--- src/logic/pcs_block_pkg.sv ---
package pcs_block_pkg;

    // ##################################################
    // Tagged 64b/66b block layout.
    // ##################################################

    // Field widths.
    parameter int NB_PAYLOAD = 64;
    parameter int NB_HEADER  = 2;
    parameter int NB_CODED   = NB_HEADER + NB_PAYLOAD;
    parameter int NB_TAGGED  = NB_CODED + 1;

    // Field positions inside a tagged block.
    parameter int TAG_BIT    = NB_CODED;
    parameter int HEADER_MSB = NB_CODED - 1;
    parameter int HEADER_LSB = NB_PAYLOAD;

    // Valid sync header codes. Any other value is an error.
    parameter logic [NB_HEADER-1:0] SH_DATA = 2'b01;
    parameter logic [NB_HEADER-1:0] SH_CTRL = 2'b10;

endpackage

--- src/logic/frame_pkg.sv ---
package frame_pkg;

    // ##################################################
    // Frame report fields.
    // ##################################################

    // Header error and tag counters cover up to 255 lanes.
    parameter int NB_COUNT = 8;

    // Parity is folded over whole payloads.
    parameter int NB_PARITY = pcs_block_pkg::NB_PAYLOAD;

endpackage

--- src/logic/block_deserializer.sv ---
`timescale 1ns/1ns

module block_deserializer
#(
    parameter int N_LANES = 20
)
(
    input  wire                                          i_clock,
    input  wire                                          i_reset,
    input  wire                                          i_enable,
    input  wire                                          i_valid,
    input  wire [pcs_block_pkg::NB_TAGGED-1:0]           i_data,

    output wire [N_LANES*pcs_block_pkg::NB_TAGGED-1:0]   o_frame_data,
    output wire                                          o_frame_done
);

    localparam int NB_BLOCK = pcs_block_pkg::NB_TAGGED;
    localparam int NB_BUS   = N_LANES * NB_BLOCK;
    localparam int NB_INDEX = (N_LANES > 1) ? $clog2(N_LANES) : 1;
    localparam logic [NB_INDEX-1:0] LAST_LANE = NB_INDEX'(N_LANES - 1);

    logic [NB_BUS-NB_BLOCK-1:0] shift_reg;
    logic [NB_BUS-1:0]   frame_data;
    logic [NB_BUS-1:0]   shift_next;
    logic [NB_INDEX-1:0] index;
    logic                frame_done;
    logic                accept;
    logic                wrap;

    // ##################################################
    // Block shifting.
    // ##################################################

    assign accept = i_enable && i_valid;
    assign wrap   = accept && (index == LAST_LANE);

    // Newest block enters at the low end, so the first one ends up on top.
    assign shift_next = {shift_reg, i_data};

    always_ff @(posedge i_clock)
    begin
        if (accept)
        begin
            shift_reg <= shift_next[NB_BUS-NB_BLOCK-1:0];
        end
    end

    always_ff @(posedge i_clock)
    begin
        if (i_reset || wrap)
        begin
            index <= '0;
        end
        else if (accept)
        begin
            index <= index + 1'b1;
        end
    end

    // ##################################################
    // Frame output.
    // ##################################################

    always_ff @(posedge i_clock)
    begin
        if (wrap)
        begin
            frame_data <= shift_next;
        end
    end

    always_ff @(posedge i_clock)
    begin
        if (i_reset)
        begin
            frame_done <= 1'b0;
        end
        else
        begin
            frame_done <= wrap;
        end
    end

    assign o_frame_data = frame_data;
    assign o_frame_done = frame_done;

endmodule

--- src/logic/lane_integrity_monitor.sv ---
`timescale 1ns/1ns

module lane_integrity_monitor
#(
    parameter int N_LANES = 20
)
(
    input  wire                                  i_clock,
    input  wire                                  i_reset,
    input  wire                                  i_enable,
    input  wire                                  i_valid,
    input  wire [pcs_block_pkg::NB_TAGGED-1:0]   i_data,

    output wire [frame_pkg::NB_COUNT-1:0]        o_header_errors,
    output wire [frame_pkg::NB_COUNT-1:0]        o_tag_count,
    output wire [frame_pkg::NB_PARITY-1:0]       o_parity,
    output wire                                  o_report_done
);

    localparam int NB_COUNT  = frame_pkg::NB_COUNT;
    localparam int NB_PARITY = frame_pkg::NB_PARITY;
    localparam int NB_INDEX  = (N_LANES > 1) ? $clog2(N_LANES) : 1;
    localparam logic [NB_INDEX-1:0] LAST_LANE = NB_INDEX'(N_LANES - 1);

    logic [pcs_block_pkg::NB_HEADER-1:0] header;
    logic [NB_PARITY-1:0]                payload;
    logic                                header_bad;
    logic                                tag;
    logic                                accept;
    logic                                last;

    logic [NB_INDEX-1:0]  index;
    logic [NB_COUNT-1:0]  err_acc;
    logic [NB_COUNT-1:0]  tag_acc;
    logic [NB_PARITY-1:0] parity_acc;
    logic [NB_COUNT-1:0]  err_next;
    logic [NB_COUNT-1:0]  tag_next;
    logic [NB_PARITY-1:0] parity_next;

    logic [NB_COUNT-1:0]  header_errors;
    logic [NB_COUNT-1:0]  tag_count;
    logic [NB_PARITY-1:0] parity;
    logic                 report_done;

    // ##################################################
    // Block fields.
    // ##################################################

    assign header  = i_data[pcs_block_pkg::HEADER_MSB:pcs_block_pkg::HEADER_LSB];
    assign payload = i_data[pcs_block_pkg::NB_PAYLOAD-1:0];
    assign tag     = i_data[pcs_block_pkg::TAG_BIT];

    assign header_bad = (header != pcs_block_pkg::SH_DATA) &&
                        (header != pcs_block_pkg::SH_CTRL);

    assign accept = i_enable && i_valid;
    assign last   = accept && (index == LAST_LANE);

    // Running values including the current block.
    assign err_next    = err_acc + {{(NB_COUNT-1){1'b0}}, header_bad};
    assign tag_next    = tag_acc + {{(NB_COUNT-1){1'b0}}, tag};
    assign parity_next = parity_acc ^ payload;

    // ##################################################
    // Accumulation and report.
    // ##################################################

    always_ff @(posedge i_clock)
    begin
        if (i_reset)
        begin
            index         <= '0;
            err_acc       <= '0;
            tag_acc       <= '0;
            parity_acc    <= '0;
            header_errors <= '0;
            tag_count     <= '0;
            parity        <= '0;
            report_done   <= 1'b0;
        end
        else
        begin
            report_done <= last;
            if (last)
            begin
                // Publish the finished frame and start over.
                index         <= '0;
                err_acc       <= '0;
                tag_acc       <= '0;
                parity_acc    <= '0;
                header_errors <= err_next;
                tag_count     <= tag_next;
                parity        <= parity_next;
            end
            else if (accept)
            begin
                index      <= index + 1'b1;
                err_acc    <= err_next;
                tag_acc    <= tag_next;
                parity_acc <= parity_next;
            end
        end
    end

    assign o_header_errors = header_errors;
    assign o_tag_count     = tag_count;
    assign o_parity        = parity;
    assign o_report_done   = report_done;

endmodule

--- src/logic/frame_assembler.sv ---
`timescale 1ns/1ns

module frame_assembler
#(
    parameter int N_LANES = 20
)
(
    input  wire                                          i_clock,
    input  wire                                          i_reset,
    input  wire [N_LANES*pcs_block_pkg::NB_TAGGED-1:0]   i_frame_data,
    input  wire                                          i_frame_done,
    input  wire [frame_pkg::NB_COUNT-1:0]                i_header_errors,
    input  wire [frame_pkg::NB_COUNT-1:0]                i_tag_count,
    input  wire [frame_pkg::NB_PARITY-1:0]               i_parity,
    input  wire                                          i_report_done,

    output wire                                          o_valid,
    output wire [N_LANES*pcs_block_pkg::NB_TAGGED-1:0]   o_data,
    output wire [frame_pkg::NB_COUNT-1:0]                o_header_errors,
    output wire [frame_pkg::NB_COUNT-1:0]                o_tag_count,
    output wire [frame_pkg::NB_PARITY-1:0]               o_parity
);

    localparam int NB_BUS = N_LANES * pcs_block_pkg::NB_TAGGED;

    logic                           capture;
    logic                           valid;
    logic [NB_BUS-1:0]              data;
    logic [frame_pkg::NB_COUNT-1:0] header_errors;
    logic [frame_pkg::NB_COUNT-1:0] tag_count;
    logic [frame_pkg::NB_PARITY-1:0] parity;

    // A done pulse without its partner is dropped.
    assign capture = i_frame_done && i_report_done;

    // ##################################################
    // Output frame register.
    // ##################################################

    always_ff @(posedge i_clock)
    begin
        if (i_reset)
        begin
            valid         <= 1'b0;
            data          <= '0;
            header_errors <= '0;
            tag_count     <= '0;
            parity        <= '0;
        end
        else
        begin
            valid <= capture;
            if (capture)
            begin
                data          <= i_frame_data;
                header_errors <= i_header_errors;
                tag_count     <= i_tag_count;
                parity        <= i_parity;
            end
        end
    end

    // Held until the next frame.
    assign o_valid         = valid;
    assign o_data          = data;
    assign o_header_errors = header_errors;
    assign o_tag_count     = tag_count;
    assign o_parity        = parity;

endmodule

--- src/logic/block_frame_top.sv ---
`timescale 1ns/1ns

module block_frame_top
#(
    parameter int N_LANES = 20
)
(
    input  wire                                          i_clock,
    input  wire                                          i_reset,
    input  wire                                          i_enable,
    input  wire                                          i_valid,
    input  wire [pcs_block_pkg::NB_TAGGED-1:0]           i_data,

    output wire                                          o_valid,
    output wire [N_LANES*pcs_block_pkg::NB_TAGGED-1:0]   o_data,
    output wire [frame_pkg::NB_COUNT-1:0]                o_header_errors,
    output wire [frame_pkg::NB_COUNT-1:0]                o_tag_count,
    output wire [frame_pkg::NB_PARITY-1:0]               o_parity
);

    localparam int NB_BUS = N_LANES * pcs_block_pkg::NB_TAGGED;

    wire [NB_BUS-1:0]                frame_data;
    wire                             frame_done;
    wire [frame_pkg::NB_COUNT-1:0]   header_errors;
    wire [frame_pkg::NB_COUNT-1:0]   tag_count;
    wire [frame_pkg::NB_PARITY-1:0]  parity;
    wire                             report_done;

    // ##################################################
    // Grouping and monitoring run side by side.
    // ##################################################

    block_deserializer
    #(
        .N_LANES        (N_LANES)
    )
    u_block_deserializer
    (
        .i_clock        (i_clock),
        .i_reset        (i_reset),
        .i_enable       (i_enable),
        .i_valid        (i_valid),
        .i_data         (i_data),
        .o_frame_data   (frame_data),
        .o_frame_done   (frame_done)
    );

    lane_integrity_monitor
    #(
        .N_LANES         (N_LANES)
    )
    u_lane_integrity_monitor
    (
        .i_clock         (i_clock),
        .i_reset         (i_reset),
        .i_enable        (i_enable),
        .i_valid         (i_valid),
        .i_data          (i_data),
        .o_header_errors (header_errors),
        .o_tag_count     (tag_count),
        .o_parity        (parity),
        .o_report_done   (report_done)
    );

    frame_assembler
    #(
        .N_LANES         (N_LANES)
    )
    u_frame_assembler
    (
        .i_clock         (i_clock),
        .i_reset         (i_reset),
        .i_frame_data    (frame_data),
        .i_frame_done    (frame_done),
        .i_header_errors (header_errors),
        .i_tag_count     (tag_count),
        .i_parity        (parity),
        .i_report_done   (report_done),
        .o_valid         (o_valid),
        .o_data          (o_data),
        .o_header_errors (o_header_errors),
        .o_tag_count     (o_tag_count),
        .o_parity        (o_parity)
    );

endmodule

--- config.mk ---
export PLATFORM = sky130hd
export DESIGN_NAME = block_frame_top
export DESIGN_NICKNAME = d
export VERILOG_FILES = /design/src/logic/pcs_block_pkg.sv /design/src/logic/frame_pkg.sv /design/src/logic/block_deserializer.sv /design/src/logic/lane_integrity_monitor.sv /design/src/logic/frame_assembler.sv /design/src/logic/block_frame_top.sv
export SDC_FILE = /design/constraint.sdc
export NUM_CORES = 2
export LEC_CHECK = 0
export BUFFER_PORTS_ARGS = -buffer_cell sky130_fd_sc_hd__buf_4
export CELL_PAD_IN_SITES_DETAIL_PLACEMENT = 1
export CELL_PAD_IN_SITES_GLOBAL_PLACEMENT = 1
export CORE_ASPECT_RATIO = 0.5
export CORE_MARGIN = 3
export CORE_UTILIZATION = 30
export DETAILED_ROUTE_END_ITERATION = 6
export PLACE_DENSITY_LB_ADDON = 0.1
export SYNTH_ARGS = -nofsm -noshare
export SYNTH_HDL_FRONTEND = slang
export SYNTH_HIERARCHICAL = 1
export SYNTH_SLANG_ARGS = --single-unit
--- constraint.sdc ---
create_clock -name i_clock -period 82.9 [get_ports i_clock]
set_clock_uncertainty 0.05 [all_clocks]
set_input_delay 12.435 -clock i_clock [delete_from_list [all_inputs] [get_ports i_clock]]
set_output_delay 12.435 -clock i_clock [all_outputs]
set_load 0.02 [all_outputs]
After elaboration in Yosys (flattened, before gate mapping). Index checks and enable logic that the tools add are counted.

Register bits after elaboration: 4206. Input bits: 71. Output and inout port bits: 1421. Logic and storage cells: 33.

Add/subtract/negate cells: 4. Eq/ne operators: 4. Bitwise operators: 1. Reductions and logical operators: 7.

Operators with widths (count): $xor 64x64->64 (1); $add 8x1->8 (2); $add 5x1->5 const B (2); $eq 5x5->1 const B (2); $logic_and 1x1->1 (5); $ne 2x1->1 const B (1); $ne 2x2->1 const B (1); $reduce_or 2->1 (1); $logic_or 1x1->1 (1).

Longest topological paths before layout.
Depth in word-level cells: 3. Mapped depth: 6. Depth with buffers taken out: 6.

By module. Netlist, hierarchy kept.

Modules (own cells, without submodules): block_deserializer (times used 1, cells each 2644, area each 78753.0 sq um, sequential area each 78585.4 sq um); frame_assembler (times used 1, cells each 6473, area each 62072.0 sq um, sequential area each 28447.3 sq um); lane_integrity_monitor (times used 1, cells each 765, area each 7095.6 sq um, sequential area each 3323.2 sq um).

Least setup slack after synthesis. Ideal clock, no wire load.

Kind: input -> register. Start: input port i_enable. End: register u_block_deserializer.frame_data[0], in the netlist u_block_deserializer/o_frame_data[0], enable pin. Setup time: 3.094 ns. Arrival time: 67.968 ns. Data required time: 79.756 ns. Path slack: 11.787 ns. Cell stages on the path: 2. Buffers on the path: 0. Cell sequence: nand2_2 nor2_1.

Word-level cells in the longest chain between the ends: 2.

Ends and longest elaborated chain: from (decl) (RTL line block_frame_top.sv:10) `input wire i_enable,`; $logic_and 1x1->1 (RTL line block_deserializer.sv:35) `assign accept = i_enable && i_valid;`; $logic_and 1x1->1 (RTL line block_deserializer.sv:36) `assign wrap = accept && (index == LAST_LANE);`; net u_block_deserializer.wrap (RTL line block_deserializer.sv:29) `logic wrap;`; to (signal assigned) (RTL line block_deserializer.sv:69) `frame_data <= shift_next;`; to (decl) (RTL line block_deserializer.sv:24) `logic [NB_BUS-1:0] frame_data;`.

The timed path passes the listed nets, and every way through them passes these cells. A chain may end at the register's enable or synchronous reset.

Worst setup path after layout.
Start: input port i_valid. End: register u_block_deserializer.shift_reg[1214], enable pin.

Word-level cells in the longest chain between the ends: 1.

Ends and longest elaborated chain: from (decl) (RTL line block_frame_top.sv:11) `input wire i_valid,`; $logic_and 1x1->1 (RTL line block_deserializer.sv:35); net u_block_deserializer.accept (RTL line block_deserializer.sv:28) `logic accept;`; to (signal assigned) (RTL line block_deserializer.sv:45) `shift_reg <= shift_next[NB_BUS-NB_BLOCK-1:0];`; to (decl) (RTL line block_deserializer.sv:23) `logic [NB_BUS-NB_BLOCK-1:0] shift_reg;`.

The timed path passes the listed nets, and every way through them passes these cells.

==> qor.csv <==
metric;value;unit
synth-main-ff-cell;edfxtp_1;
yosys_warnings;6;
drive_gt1_share;22.8;%
core-area;0.489;sq mm
end_kind;register;
cts_setup_buffers;0;
netlist_instances;9882;
initial_core_util;30.3;%
place_inst;17100;
die_h;503;um
synth_nets;9959;
use_met3;2.61;%
worstHoldPathType;register to register;
io_buffers;1491;
routed_wl;469000;um
grt.busiest_layer;met2;
insertion_delay;0.91;ns
placed_cell_area;0.163;sq mm
relSlewSlack;24.4;%
area_growth;19.3;%
tritoncts;done;
cts_made_buffers;400;
netlist.area_leader.share;53.0;%
setup_viol;0;
pin_count;1492;
grt_setup_unrepaired;false;
crit_required;83.39;ns
synth_top_area_cell;edfxtp_1;
drv_cap;0;
grt_pass1_vias;87200;
dpl.hpwl;309000;um
worstMarginPinSlew;1.13;ns
clk_pin_slew;0.06;ns
syn_area_per_cell;15.0;sq um
rows;181;
fin_crit_sh;21.6;%
drt_iter0_markers;5196;
cts_resized;0;
first_pass_iters;5;
power.density;24.0;mW/mm^2
whs;0.366;ns
setup_slack;64.97;ns
finish.utilization;36.1;%
crit_path_start_kind;input port;
finalMaxSlewViolations;0;
ir_drop;0.0170;mV
stdcell_count;17900;
status;completed;
finalHoldViolCount;0;
synthTopCellsByArea;edfxtp_1 53%, dfxtp_1 22%, a21bo_1 7.3%;
fin_area;0.177;sq mm
place_congestion;0.762;
die_w;999;um
fmax;55.8;MHz
track_usage;17.8;%
synth_area;0.148;sq mm
grt_max_degree;192;
nets;11100;
ys_seq_elements;4206;
cts_buffer_depth;4;
async_flop_share;0;%
viasPerCell;4.71;
clkSinkCount;4206;
synthTopCellsByCount;2613 x edfxtp_1, 1593 x dfxtp_1, 1518 x a21oi_1, 1503 x nand3_1, 1079 x a21bo_1;
antenna_found_initial;8;
ys_seq_area_share;74.6;%
p_leak;60.6;nW
grt_util_met1;22.1;%
synth_edf_count;2613;
hold_buffers;0;
ff2ff_setup_slack;74.53;ns
dieArea;0.502;sq mm
use_met2;30.9;%
dr_total_vias;84400;
yosysMostFrequentCell;edfxtp_1;
path_max_fanout;108;
arrival;18.42;ns
cts_root_buffer;clkbuf_16;
cts_htree_levels;5;
fin_setup_tns;0;ns
crit_type;input port to register;
period_needed;17.93;ns
wl_per_cell;26.2;um
grt_overflow;0;
p_total;4.23;mW
grt_pass1_wl;658000;um
antenna_left;0;
drc;0;
synth.distinct_cells;41;
post-place-ws;63.75;ns
area by class of cell:
| class | instances | area [sq um] |
|---|---|---|
| Timing Repair Buffer | 1624 | 12400 |
| Antenna cell | 11 | 27.5 |
| Clock inverter | 198 | 2090 |
| Clock buffer | 554 | 11500 |
| Multi-Input combinational cell | 4821 | 32000 |
| Fill cell | 50000 | 312000 |
| Sequential cell | 4206 | 110000 |
| Inverter | 1 | 11.3 |
| Tap cell | 6496 | 8130 |
final timing paths:
check | start | to | cells after the start
hold reg to reg | u_block_deserializer/shift_reg[1267] | u_block_deserializer/o_frame_data[1334] | 0
setup / recovery | i_valid | u_block_deserializer/shift_reg[1214] | 9
setup reg to reg | u_lane_integrity_monitor/o_report_done | u_frame_assembler/o_data[1111] | 11
hold / removal | u_block_deserializer/shift_reg[1267] | u_block_deserializer/o_frame_data[1334] | 0
worst max-delay path: stages:
cell and delay, ns:
buf_4 0.37, nand2_2 0.29, inv_8 0.67, buf_4 0.54, buf_4 0.66, buf_4 0.72, buf_4 0.73, buf_4 0.77
buf_4 0.80
kinds of logic (layout without fill, tap and decap cells):
kind of cell | after synthesis | count (layout) | share of synthesized area, %
DFF | 4206 | 4206 | 74.6
adders and majority gates | 6 | 6 | 0.0508
other | 0 | 11 | 0
xor gates and xnor gates | 141 | 141 | 0.835
and+or+nand+nor | 1632 | 1632 | 5.50
buffers and inverters | 855 | 2377 | 3.77
AOI/OAI and AO/OA | 3042 | 3042 | 15.2
layer usage:
metal	wire (um)	share of wire (%)
met2	234000	50
met3	15100	3.2
met1	196000	42
met5	0	0
met4	23900	5.1
layout by cell type (no fill, tap or decap), types with 6 or more instances in the layout:
master      netlist  layout
buf_12            0      16
edfxtp_1       2613    2613
clkbuf_1        133      85
clkinv_2          0      80
o21ai_0          19      19
diode_2           0      11
a211oi_1         70      70
dfxtp_1        1593    1591
clkinv_1          0      41
nor2_1           72      71
nand2_1          20      20
clkinvlp_4        0      20
a21bo_1        1079    1079
bufinv_16         0      36
clkbuf_8          0      53
xor2_1           72      72
clkbuf_16         0     416
or3_1            15      15
ha_1              6       6
inv_6             0       9
a21oi_1        1518    1518
a311oi_1          6       6
xnor2_1          69      69
a21bo_2         341     341
buf_4             8    1607
nand3_1        1503    1503
power breakdown:
part	leakage, nW	internal (mW)	switching (mW)
combinational	17.1	0.00849	0.0387
clock	6.63	1.08	0.835
sequential	36.8	2.24	0.0198
total	60.6	3.33	0.893
(Power assumes the default switching activity.)
